===== config.mk =====
export PLATFORM = sky130hd
export DESIGN_NAME = line_rasterizer
export DESIGN_NICKNAME = d
export VERILOG_FILES = /design/src/hdl/geom_pkg.sv /design/src/hdl/pixel_pkg.sv /design/src/hdl/line_rasterizer.sv
export VERILOG_INCLUDE_DIRS = /design/src /design/src/hdl
export SDC_FILE = /design/constraint.sdc
export NUM_CORES = 1
export LEC_CHECK = 0
export BUFFER_PORTS_ARGS = -buffer_cell sky130_fd_sc_hd__buf_2
export CAP_MARGIN = 40
export CELL_PAD_IN_SITES_DETAIL_PLACEMENT = 0
export CELL_PAD_IN_SITES_GLOBAL_PLACEMENT = 1
export CORE_MARGIN = 3
export CORE_UTILIZATION = 30
export DETAILED_ROUTE_END_ITERATION = 6
export PLACE_DENSITY = 0.65
export SLEW_MARGIN = 20
export SYNTH_ARGS = -nofsm -noshare
export SYNTH_HDL_FRONTEND = slang
export SYNTH_SLANG_ARGS = --single-unit

===== constraint.sdc =====
create_clock -name clk -period 5 [get_ports clk]
set_input_delay 0.75 -clock clk [delete_from_list [all_inputs] [get_ports clk]]
set_output_delay 0.75 -clock clk [all_outputs]
set_load 0.01 [all_outputs]

===== src/hdl/line_settings.svh =====
// Global sizes for the line drawing engine
// Coordinate and color widths, pixel FIFO depth

`ifndef LINE_SETTINGS_SVH
`define LINE_SETTINGS_SVH

// Bits per coordinate, 64 by 64 framebuffer
`define COORD_W 6

// Bits per stored color
`define COLOR_W 8

// Pixel FIFO entries, also the rasterizer start credit
`define FIFO_DEPTH 4

`endif

===== src/hdl/geom_pkg.sv =====
// Geometry types for the line engine
// Single coordinate and x/y point

`default_nettype none

`include "line_settings.svh"

package geom_pkg;

  // One unsigned screen coordinate
  typedef logic [`COORD_W-1:0] coord_t;

  // Screen position, x in the upper half
  typedef struct packed {
    coord_t x;
    coord_t y;
  } point_t;

endpackage

`default_nettype wire


===== src/hdl/pixel_pkg.sv =====
// Pixel types for the line engine
// Color word and the pixel record sent down the pipe

`default_nettype none

`include "line_settings.svh"

package pixel_pkg;

  import geom_pkg::*;

  // Framebuffer color
  typedef logic [`COLOR_W-1:0] color_t;

  // One plotted pixel, position then color
  typedef struct packed {
    point_t pos;
    color_t col;
  } pixel_t;

endpackage

`default_nettype wire


===== src/hdl/line_rasterizer.sv =====
// Bresenham line rasterizer
// Setup of one line command, pixel stream under a credit counter

`timescale 1ns/10ps
`default_nettype none

`include "line_settings.svh"

module line_rasterizer
  import geom_pkg::*, pixel_pkg::*;
(
  input  logic   clk,
  input  logic   arst_n,
  input  logic   plot,          // Command strobe
  input  coord_t x0,
  input  coord_t y0,
  input  coord_t x1,
  input  coord_t y1,
  input  color_t color,
  input  logic   credit_return, // One credit back per drained pixel
  output logic   busy,
  output logic   pix_valid,
  output pixel_t pix_data
);

  localparam int CRED_W = $clog2(`FIFO_DEPTH + 1);

  typedef enum logic [2:0] {
    ST_IDLE,
    ST_AXES,   // Steep test and axis swap
    ST_ORDER,  // Left to right ordering
    ST_PREP,   // Y step direction
    ST_DRAW
  } state_t;

  state_t             state;
  logic [CRED_W-1:0]  credits;
  logic               steep;
  logic               ystep;   // 1 counts y up
  point_t             cur;     // Walking point, axes swapped when steep
  point_t             fin;
  coord_t             dx;
  coord_t             dy;
  coord_t             err;
  color_t             cmd_color;
  point_t             out_pt;
  logic               accept;
  logic               last_pix;

  assign busy     = (state != ST_IDLE);
  assign accept   = plot && !busy;
  assign last_pix = (cur.x == fin.x);

  // A pixel goes out on every draw cycle that has a credit
  assign pix_valid = (state == ST_DRAW) && (credits != '0);

  // Undo the axis swap on the way out
  assign out_pt   = steep ? {cur.y, cur.x} : cur;
  assign pix_data = '{pos: out_pt, col: cmd_color};

  // Credits never exceed the FIFO depth, a return follows each drain
  always_ff @(posedge clk or negedge arst_n) begin
    if (!arst_n) begin
      credits <= CRED_W'(`FIFO_DEPTH);
    end else begin
      credits <= credits + CRED_W'(credit_return) - CRED_W'(pix_valid);
    end
  end

  always_ff @(posedge clk or negedge arst_n) begin
    if (!arst_n) begin
      state <= ST_IDLE;
      steep <= 1'b0;
      ystep <= 1'b0;
    end else begin
      case (state)
        ST_IDLE: begin
          if (accept) state <= ST_AXES;
        end
        ST_AXES: begin
          steep <= (dy > dx);
          state <= ST_ORDER;
        end
        ST_ORDER: begin
          state <= ST_PREP;
        end
        ST_PREP: begin
          ystep <= (cur.y < fin.y);
          state <= ST_DRAW;
        end
        ST_DRAW: begin
          if (pix_valid && last_pix) state <= ST_IDLE; // End pixel sent
        end
        default: state <= ST_IDLE;
      endcase
    end
  end

  // Line geometry, only meaningful while busy
  always_ff @(posedge clk) begin
    case (state)
      ST_IDLE: begin
        if (accept) begin
          cur       <= '{x: x0, y: y0};
          fin       <= '{x: x1, y: y1};
          cmd_color <= color;
          dx        <= (x1 > x0) ? x1 - x0 : x0 - x1;
          dy        <= (y1 > y0) ? y1 - y0 : y0 - y1;
        end
      end
      ST_AXES: begin
        if (dy > dx) begin
          // Walk along y instead
          cur <= {cur.y, cur.x};
          fin <= {fin.y, fin.x};
          dx  <= dy;
          dy  <= dx;
        end
      end
      ST_ORDER: begin
        if (cur.x > fin.x) begin
          cur <= fin;
          fin <= cur;
        end
        err <= dx >> 1;
      end
      ST_DRAW: begin
        if (pix_valid && !last_pix) begin
          if (err < dy) begin
            cur.y <= ystep ? cur.y + 1'b1 : cur.y - 1'b1;
            err   <= err - dy + dx;  // Stays within 0 .. dx-1
          end else begin
            err   <= err - dy;
          end
          cur.x <= cur.x + 1'b1;
        end
      end
      default: ;
    endcase
  end

endmodule

`default_nettype wire


==> flow_summary.json <==
{
  "grt_start_max_net_pins": 49,
  "ctsLongestPathBuffers": 2,
  "die_w_um": 137,
  "ys_seq_area_frac": 0.331,
  "synth_cells": 564,
  "ys_top_cells_by_area": "edfxtp_1 29%, ha_1 14%, o21ai_0 5.5%",
  "report.final.hold_viol_count": 0,
  "synth-edff-count": 50,
  "die-height_um": 137,
  "worstPathArrival_ns": 3.30,
  "slew_headroom": 0.495,
  "dr_total_vias": 4533,
  "htree_levels": 3,
  "netlist_area_um2": 5150,
  "fill_cells": 1742,
  "ys_types": 60,
  "critPathLaunchType": "flop",
  "finalCritPeriodShare": 0.606,
  "n_antenna_cell": 0,
  "cts_tree": "built",
  "tns_ns": 0,
  "final_nets": 718,
  "power.leakage_nw": 2.63,
  "synth_top_area_cell": "edfxtp_1",
  "crit_path_end_kind": "flop",
  "worstPathRequired_ns": 5.27,
  "track_usage": 0.174,
  "grt_pass1_wl_mm": 24.6,
  "outcome": "completed",
  "critical_path_class": "flop to flop",
  "dr.first_iter.drc_count": 330,
  "postCtsHoldBufs": 0,
  "synthFlopType": "edfxtp_1",
  "yosys.area.top_type_share": 0.291,
  "finalSetupViolations": 0,
  "final_layout_size_suffix_gt1_frac": 0.172,
  "drt_pass1_iterations": 5,
  "worstMarginPinSlew_ns": 0.755,
  "max_freq_mhz": 330,
  "max-vdd-ir-drop_mv": 0.250,
  "vias_per_cell": 5.39,
  "port_buffers": 57,
  "report.final.slew_viol_count": 0,
  "fin_crit_ns": 3.03,
  "numClockSinks": 58,
  "cts_setup_buffers": 0,
  "clock_latency_ns": 0.34,
  "ys_ff_latch": 58,
  "ctsResizeCount": 0,
  "gp_congestion": 0.880,
  "path_clk_slew_ns": 0.05,
  "layout-area-overhead-vs-synth_pct": 16.4,
  "first_global_vias": 4514,
  "ys_async_sr_fraction": 0.138,
  "die_area_um2": 18800,
  "final_util": 0.359,
  "gr-total-overflow": 0,
  "wl_mm": 15.8,
  "wire_per_inst_um": 18.8,
  "syn_avg_cell_area_um2": 9.13,
  "numCtsBuffers": 9,
  "max_cap_violations": 0,
  "ant_nets": 0,
  "core_um2": 16700,
  "power_density_nw_per_um2": 803,
  "io_pins": 58,
  "rsz0062_at_grt": "no",
  "syn_nets": 666,
  "hpwl_mm": 12.2,
  "critPathMaxFanout": 48,
  "cts_root_buf": "clkbuf_16",
  "yosys_warnings": 0,
  "antenna_found_initial": 0,
  "skew_ns": 0.00456,
  "start_util": 0.308,
  "drc": 0,
  "core.rowCount": 47,
  "hp-class": "input port to async pin"
}
## sequential cells by signal, indices dropped and copies added (netlist names)
name and flops:
cmd_color 8, credits 3, cur 12, dx 6
dy 6, err 6, fin 12, state 3
steep 1, ystep 1
## path summary, 6_finish.rpt
path / endpoint / slack [ns] / depth (start not counted) / startpoint
min reg2reg: credits[2] / 0.51 / 1 / credits[1]
max reg2reg: credits[2] / 1.97 / 11 / state[0]
max in group asynchronous: credits[2] / 4.49 / 1 / arst_n
min in group clk: credits[2] / 0.51 / 1 / credits[1]
min: credits[1] / 0.26 / 1 / arst_n
max: credits[2] / 1.97 / 11 / state[0]
## cells in the final DEF (no fill, tap or decap), drive strengths merged, types with 7 or more instances in the layout
| master | count |
|---|---|
| a21o | 12 |
| a21oi | 53 |
| a221oi | 9 |
| buf | 65 |
| clkbuf | 14 |
| dfrtp | 7 |
| edfxtp | 50 |
| fa | 8 |
| ha | 58 |
| inv | 63 |
| mux2 | 9 |
| mux2i | 18 |
| nand2 | 28 |
| nand3 | 8 |
| nor2 | 37 |
| nor3 | 8 |
| o21ai | 62 |
| o22ai | 21 |
| xnor2 | 18 |
| xor2 | 8 |
## cells in the mapped netlist (5+ instances only)
| cell type | n |
|---|---|
| o21ai_1 | 5 |
| a211oi_1 | 5 |
| nor2_1 | 37 |
| a221oi_1 | 9 |
| o21ai_0 | 57 |
| nand2_1 | 26 |
| xnor2_1 | 18 |
| o22ai_1 | 21 |
| o21a_1 | 6 |
| inv_1 | 61 |
| a21o_1 | 11 |
| edfxtp_1 | 50 |
| fa_1 | 8 |
| dfrtp_1 | 7 |
| nand3_1 | 8 |
| ha_1 | 58 |
| mux2i_1 | 18 |
| mux2_2 | 9 |
| nor3_1 | 8 |
| xor2_1 | 8 |
| clkbuf_1 | 19 |
| a21oi_1 | 50 |
## layer usage
metal / vias to the layer above / wire (um) / GRT usage
met5: - / 0 / 0
met4: 0 / 429 / 0.0654
met3: 23 / 992 / 0.0371
met2: 167 / 7530 / 0.282
met1: 2179 / 6840 / 0.227
li1: 2164 / - / -
## layout make-up
| type | count | area, um2 | share of cell area |
|---|---|---|---|
| timing repair buffer | 66 | 352 | 0.0586 |
| tap | 220 | 275 | 0.0459 |
| clock inverter | 3 | 18.8 | 0.00313 |
| inverter | 63 | 236 | 0.0394 |
| clock buffer | 13 | 293 | 0.0488 |
| multi-input combinational | 418 | 3120 | 0.520 |
| sequential | 58 | 1700 | 0.284 |
## stage by stage
step                hold slack, ns  power, mW  area, um2  instances  worst slack, ns
detailed placement           0.511       4.16       5680        824             1.96
floorplan                    0.454       3.30       5150        564             1.21
global route                 0.255       5.27       6000        841             1.64
finish                       0.256       4.82       6000        841             1.97
CTS                          0.249       4.82       5990        840             1.93
global placement             0.489       4.10       5650        821             1.68
## critical path: stages, from the launching register on
cell and delay (ns):
dfrtp_1 0.36, buf_4 0.27, nor2_1 0.26, nand2_1 0.50, nor2_1 0.34, ha_1 0.26, inv_1 0.05, ha_1 0.13
inv_1 0.05, fa_1 0.37, xnor2_1 0.19, xnor2_1 0.15
## power breakdown
part           internal, mW  total, mW  switching [mW]  leakage (nW)
Sequential            0.937       1.26           0.320         0.575
Clock                 0.408      0.634           0.226         0.156
Combinational          1.24       2.93            1.69          1.90
Total                  2.58       4.82            2.24          2.63
## logic make-up after synthesis
family	Yosys count	share of synthesized area
xor+xnor	26	0.0442
fa+ha+maj	66	0.172
simple gates	105	0.0940
mux	27	0.0547
buf+inv	88	0.0666
flops	58	0.331
compound gates	194	0.238
Note: power is estimated with default switching activity, not from simulation.
