### src/hdl/line_settings.svh
// Global sizes for the line drawing engine
// Coordinate and color widths, pixel FIFO depth

`ifndef LINE_SETTINGS_SVH
`define LINE_SETTINGS_SVH

// Bits per coordinate, 64 by 64 framebuffer
`define COORD_W 6

// Bits per stored color
`define COLOR_W 8

// Pixel FIFO entries, also the rasterizer start credit
`define FIFO_DEPTH 4

`endif
### src/hdl/geom_pkg.sv
// Geometry types for the line engine
// Single coordinate and x/y point

`default_nettype none

`include "line_settings.svh"

package geom_pkg;

  // One unsigned screen coordinate
  typedef logic [`COORD_W-1:0] coord_t;

  // Screen position, x in the upper half
  typedef struct packed {
    coord_t x;
    coord_t y;
  } point_t;

endpackage

`default_nettype wire

### src/hdl/pixel_pkg.sv
// Pixel types for the line engine
// Color word and the pixel record sent down the pipe

`default_nettype none

`include "line_settings.svh"

package pixel_pkg;

  import geom_pkg::*;

  // Framebuffer color
  typedef logic [`COLOR_W-1:0] color_t;

  // One plotted pixel, position then color
  typedef struct packed {
    point_t pos;
    color_t col;
  } pixel_t;

endpackage

`default_nettype wire

### src/hdl/pixel_fifo.sv
// Credit based pixel FIFO
// Circular buffer, one credit returned per drained pixel

`timescale 1ns/10ps
`default_nettype none

`include "line_settings.svh"

module pixel_fifo
  import pixel_pkg::*;
(
  input  logic   clk,
  input  logic   arst_n,
  input  logic   pix_valid,
  input  pixel_t pix_data,
  input  logic   out_ready,
  output logic   credit_return,
  output logic   out_valid,
  output pixel_t out_data,
  output logic   empty
);

  localparam int DEPTH = `FIFO_DEPTH;
  localparam int PTR_W = (DEPTH > 1) ? $clog2(DEPTH) : 1;
  localparam int CNT_W = $clog2(DEPTH + 1);

  pixel_t             mem [DEPTH];
  logic [PTR_W-1:0]   wr_ptr;
  logic [PTR_W-1:0]   rd_ptr;
  logic [CNT_W-1:0]   count;
  logic               push;
  logic               pop;

  function automatic logic [PTR_W-1:0] ptr_inc(input logic [PTR_W-1:0] ptr);
    return (ptr == PTR_W'(DEPTH - 1)) ? '0 : ptr + 1'b1;
  endfunction

  // Sender holds credits, so a push always finds room
  assign push = pix_valid;
  assign pop  = out_valid && out_ready;

  assign empty         = (count == '0);
  assign out_valid     = !empty;
  assign out_data      = mem[rd_ptr];
  assign credit_return = pop;  // Slot freed this cycle

  always_ff @(posedge clk or negedge arst_n) begin
    if (!arst_n) begin
      wr_ptr <= '0;
      rd_ptr <= '0;
      count  <= '0;
    end else begin
      if (push) wr_ptr <= ptr_inc(wr_ptr);
      if (pop)  rd_ptr <= ptr_inc(rd_ptr);
      count <= count + CNT_W'(push) - CNT_W'(pop);
    end
  end

  always_ff @(posedge clk) begin
    if (push) mem[wr_ptr] <= pix_data;
  end

endmodule

`default_nettype wire

### config.mk
export PLATFORM = sky130hd
export DESIGN_NAME = pixel_fifo
export DESIGN_NICKNAME = d
export VERILOG_FILES = /design/src/hdl/geom_pkg.sv /design/src/hdl/pixel_pkg.sv /design/src/hdl/pixel_fifo.sv
export VERILOG_INCLUDE_DIRS = /design/src /design/src/hdl
export SDC_FILE = /design/constraint.sdc
export NUM_CORES = 1
export LEC_CHECK = 0
export BUFFER_PORTS_ARGS = -buffer_cell sky130_fd_sc_hd__buf_4
export CORE_MARGIN = 4
export CORE_UTILIZATION = 56
export DETAILED_ROUTE_END_ITERATION = 12
export PLACE_DENSITY = 0.74
export SYNTH_ARGS = -nofsm -noshare
export SYNTH_HDL_FRONTEND = slang
export SYNTH_SLANG_ARGS = --single-unit
### constraint.sdc
create_clock -name clk -period 2.34 [get_ports clk]
set_input_delay 0.351 -clock clk [delete_from_list [all_inputs] [get_ports clk]]
set_output_delay 0.351 -clock clk [all_outputs]
set_load 0.1 [all_outputs]
==> run summary, run 1 <==
Count of cell types in the netlist = 18
Most frequent cells in the layout = 80 x edfxtp_1, 52 x buf_4, 18 x mux4_2
All-layer global routing usage = 0.172
Rows = 27
Area delta synth->final = 21.1%
Max incr delay on CP = 0.44 ns
Fin. max-slew vios = 0
Final nets = 235
Final min period = 2.23 ns
Worst-Margin Slew = 0.425 ns
Remaining DRCs = 0
Post-Synth Simple-Gate Area = 0.0143
Clock sink total = 87
Multi-input gate area = 713 µm²
Yosys reg bits = 87
Area occupied by registers = 0.00258 mm²
Die ar. = 0.00722 mm²
RSZ-0062 raised after global routing = false
# IOs = 47
H-tree depth = 3
Yosys Warn Count = 0
Hold WC Path Type = in2reg
Initial antenna violation count = 0
Synth area leader = edfxtp_1
Crit end category = flop
CP Class = reg2reg
Worst-path cell chain = o31ai_4 > clkinvlp_4 > ha_4 > inv_2 > ha_4 > inv_2 > fa_2 > xnor2_1 > xnor2_1
Setup WS post-layout = 0.107 ns
WP data required = 2.59 ns
Initial Util = 0.591
DRT iter0 DRCs = 82
Critical path's slowest cell = dfrtp_1
Crit path DAT = 2.49 ns
# diodes = 0
Avg WL per Cell = 20.0 µm
Skew-Pair Late Insertion Delay = 0.34 ns
Placer congestion estimate = 0.720
Routed vias/inst = 5.69
Via Count = 1,593
Hpwl dp = 3690 µm
Fillcell total = 363
Top Family by Delay on Critical Path = adder cells
Fraction of layout cells with a size suffix above 1 = 0.466
Die H = 84.9 µm
Port Buf Inserts = 46
Mux share of post-synthesis cell area = 0.145
Compound-Gate Fraction of Synth Area = 0.00679
Post-Synth XOR/XNOR Area = 0.00528
Tcrit/Tclk final = 0.954
CP Launch Type = flop
Core area = 0.00561 mm²
ANT nets after route = 0
Clock Pin Slew Worst Setup and Hold Paths = 0.08 ns
FMAX = 448 MHz
Skew final = 0.00551 ns
Yosys top cell area share = 0.725
Post-place setup slack = 0.141 ns
Setup-failing EPs final = 0
Largest family of logic cells by synthesized area = multiplexers
Worst Path Buf+Inv = 3
Post-Syn Instances = 142
Post-Synth Adder-Cell Area = 0.0325
Vias in the first global route = 1,766
Placed cell area = 0.00383 mm²
Status = finished, final reports clean
Pin count of the biggest net entering global routing = 24
Syn_area_per_cell = 23.3 µm²
DIE WIDTH = 84.9 µm
Commonest non-fill, non-tap cell in the layout = edfxtp_1
CTS Root Cell = clkbuf_8
Longest Clk Path Bufs = 2
TritonCTS buffer count = 9
Final wirelength = 5590 µm
Crit Path Max Fanout = 3
Hold slack = 0.206 ns
Gr ovfl total = 0
Sequential share of the synthesized area = 0.777
Top cells by area, synth = edfxtp_1 72%, mux4_2 12%, dfrtp_1 5.3%, ha_1 2.6%, mux4_1 1.6%
Max_cap viols = 0
Syn_nets = 174
Slew margin rel. = 0.717
Post-Syn Area = 0.00332 mm²
Drt pass-1 iters = 4
Post-route cell area = 0.00402 mm²
First-pass GRT wire length = 9080 µm
CTS tree = yes
Final hold viol count = 0
==> layer usage <==
layer | share of wire | up-vias | track usage
li1 | - | 694 | -
met3 | 0.054 | 15 | 0.0447
met4 | 0.029 | 0 | 0.0950
met1 | 0.39 | 833 | 0.205
met2 | 0.53 | 51 | 0.285
met5 | 0 | - | 0
==> logic make-up after synthesis <==
group | Yosys count
and+or+nand+nor | 8
AOI/OAI and AO/OA | 3
DFF | 87
buffers and inverters | 12
adders and majority gates | 8
xor gates and xnor gates | 2
muxes | 22
==> metrics by stage <==
step,setup TNS (ns),std cells,util
3_5_place_dp,0,263,0.683
5_1_grt,0,280,0.716
4_1_cts,0,280,0.716
6_report,0,280,0.716
2_1_floorplan,-0.334,142,-
3_3_place_gp,0,263,0.683
==> registers in the layout (all words and copies together), names as in the netlist <==
| signal | count |
|---|---|
| count | 3 |
| mem | 80 |
| rd_ptr | 2 |
| wr_ptr | 2 |
==> synthesized netlist by cell type, drive strengths merged <==
master  count
edfxtp     80
mux4       20
inv         8
dfrtp       7
ha          7
and2        4
buf         4
mux2        2
o21ai       2
xnor2       2
fa          1
nand2       1
nor2        1
o31ai       1
or3         1
or3b        1
==> repair_timing <==
item,4_1_cts,5_1_grt
endpoints found under the hold margin,7,0
hold buffers,1,0
gates resized for setup,0,0
setup buffers,0,0
==> area by class of cell <==
type	count	area share
Timing Repair Buffer	54	0.105
Sequential cell	87	0.642
Tap cell	72	0.0224
Clock buffer	13	0.0396
Inverter	8	0.00935
Clock inverter	3	0.00436
Multi-Input combinational cell	43	0.178
==> path summary, 6_finish.rpt <==
path                                  startpoint                    end  slack [ns]  depth (start not counted)
max in group asynchronous                 arst_n  wr_ptr[0]$_DFFE_PN0P_        1.85                          2
hold / removal                      pix_data[14]   mem[2][14]$_DFFE_PP_        0.21                          1
setup reg to reg              count[2]$_DFF_PN0_     count[2]$_DFF_PN0_        0.11                          9
min in group asynchronous                 arst_n  rd_ptr[0]$_DFFE_PN0P_        0.36                          2
setup / recovery              count[2]$_DFF_PN0_     count[2]$_DFF_PN0_        0.11                          9
hold reg to reg            wr_ptr[1]$_DFFE_PN0P_  wr_ptr[1]$_DFFE_PN0P_        0.65                          2
Power of run 1 is left out: the tool's default activity adds up to more than one toggle a clock period on the data nets, which glitch-free logic cannot reach.
==> inputs of run 2 (changes only) <==
- CORE_ASPECT_RATIO: not set -> 0.75
- CORE_MARGIN: 4 -> not set
- CORE_UTILIZATION: 56 -> 60
- PLACE_DENSITY: 0.74 -> 0.79
- clock period: 2.34 -> 2.9 ns (I/O delays scaled with it)
==> run 2 against run 1 <==
  * Global-route usage increased by 3.2 points
  * Clock-buffer cell count decreased by 3
  * Worst hold slack improved by 0.075 ns
  * Non-clock buffer count decreased by 1
  * Sequential share of layout area increased by 0.44 points
  * Core utilization increased by 3.3 points
  * Final area decreased by 0.69%
  * Wire length decreased by 4.0%
  * First-iteration DRC count unchanged
  * Critical path depth decreased by 6
  * Highest routed layer unchanged
==> run summary, run 2 (synthesized netlist as in run 1, its figures left out) <==
H-tree depth = 3 (unchanged)
FMAX = 416 MHz
Largest register FFs = 80 (unchanged)
Avg WL per Cell = 19.0 µm (was 20.0 µm)
Final min period = 2.40 ns
Area delta synth->final = 20.3% (was 21.1%)
Clock sink total = 87 (unchanged)
Port Buf Inserts = 46 (unchanged)
Biggest regs = mem: 80 flops, count: 3 flops (unchanged)
RSZ-0062 raised after global routing = false (unchanged)
CP Class = reg2out (was reg2reg)
Skew-Pair Late Insertion Delay = 0.35 ns (was 0.34 ns)
Core area = 0.00532 mm² (was 0.00561 mm²)
Vias in the first global route = 1,626 (was 1,766)
Status = finished, final reports clean (unchanged)
Drt pass-1 iters = 4 (unchanged)
Commonest non-fill, non-tap cell in the layout = edfxtp_1 (unchanged)
Post-place setup slack = 0.650 ns (was 0.141 ns)
Max_cap viols = 0 (unchanged)
Skew final = 0.00632 ns (was 0.00551 ns)
# diodes = 0 (unchanged)
Hold WC Path Type = in2reg (unchanged)
Remaining DRCs = 0 (unchanged)
WP data required = 2.47 ns (was 2.59 ns)
Tcrit/Tclk final = 0.829
Gr ovfl total = 0 (unchanged)
Placer congestion estimate = 0.707 (was 0.720)
Clock Pin Slew Worst Setup and Hold Paths = 0.09 ns (was 0.08 ns)
Top reg by flops = mem (unchanged)
Final wirelength = 5370 µm (was 5590 µm)
Routed vias/inst = 5.44 (was 5.69)
Crit end category = output port (was flop)
Initial antenna violation count = 0 (unchanged)
Slew margin rel. = 0.560 (was 0.717)
Setup WS post-layout = 0.497 ns (was 0.107 ns)
Die ar. = 0.00583 mm² (was 0.00722 mm²)
DRT iter0 DRCs = 82 (unchanged)
Setup TNS = 0 ns (unchanged)
CTS tree = yes (unchanged)
Final core utilization = 0.749 (was 0.716)
Initial Util = 0.623 (was 0.591)
Fin. max-slew vios = 0 (unchanged)
Post-CTS Setup Bufs = 0 (unchanged)
First-pass GRT wire length = 7930 µm (was 9080 µm)
Hpwl dp = 3660 µm (was 3690 µm)
Via Count = 1,533 (was 1,593)
Crit Path Max Fanout = 17 (was 3)
TritonCTS buffer count = 9 (unchanged)
CTS Root Cell = clkbuf_8 (unchanged)
Worst-Margin Slew = 0.660 ns (was 0.425 ns)
Final nets = 234 (was 235)
Crit path DAT = 1.97 ns (was 2.49 ns)
All-layer global routing usage = 0.204 (was 0.172)
Pin count of the biggest net entering global routing = 21 (was 24)
Final hold viol count = 0 (unchanged)
Setup-failing EPs final = 0 (unchanged)
CP Launch Type = flop (unchanged)
Most frequent cells in the layout = 80 x edfxtp_1, 51 x buf_4, 18 x mux4_2 (was 80 x edfxtp_1, 52 x buf_4, 18 x mux4_2)
Longest Clk Path Bufs = 2 (unchanged)
# IOs = 47 (unchanged)
Die H = 66.4 µm (was 84.9 µm)
DIE WIDTH = 87.8 µm (was 84.9 µm)
ANT nets after route = 0 (unchanged)
Fraction of layout cells with a size suffix above 1 = 0.425 (was 0.466)
Rows = 23 (was 27)
Fillcell total = 302 (was 363)
run 2: repair_timing:
| item | in CTS | in global routing |
|---|---|---|
| endpoints found under the hold margin | 7 | 0 |
| gates resized for setup | 0 | 0 |
| hold buffers | 1 | 0 |
run 2: final cells by class:
cell class	instances	area [µm²]	share of cell area
Sequential cell	87	2580	0.646
Clock buffer	10	128	0.0320
Tap cell	75	93.8	0.0235
Timing Repair Buffer	53	413	0.104
Multi-Input combinational cell	43	676	0.169
Clock inverter	6	70.1	0.0176
Inverter	8	30.0	0.00753
run 2: path summary, 6_finish.rpt:
check	start	to	slack, ns	cells past startpoint
max in group asynchronous	arst_n	count[2]$_DFF_PN0_	2.35	2
max reg2reg	count[1]$_DFF_PN0_	count[2]$_DFF_PN0_	0.65	9
min	pix_data[8]	mem[3][8]$_DFFE_PP_	0.28	1
min reg2reg	count[1]$_DFF_PN0_	count[2]$_DFF_PN0_	0.59	1
min in group asynchronous	arst_n	wr_ptr[1]$_DFFE_PN0P_	0.43	2
max	rd_ptr[0]$_DFFE_PN0P_	out_data[19]	0.50	3
run 2: metrics by stage:
step           area (µm²)  hold WS [ns]  cells
6_report             3990         0.281    282
4_1_cts              3990         0.266    282
5_1_grt              3990         0.262    282
2_1_floorplan        3320         0.139    142
3_3_place_gp         3780         0.249    265
3_5_place_dp         3780         0.255    265
run 2: critical path, cell delays in order (launching register included):
cell	delay [ns]
dfrtp_1	0.57
buf_12	0.24
mux4_1	0.56
buf_4	0.25
run 2: per-layer routing:
metal | up-vias | part of all wire | GRT usage
li1 | 695 | - | -
met1 | 796 | 0.39 | 0.215
met2 | 36 | 0.56 | 0.373
met3 | 6 | 0.047 | 0.0811
met4 | 0 | 0.0071 | 0.0615
met5 | - | 0 | 0
Power of run 2 is left out for the same reason.
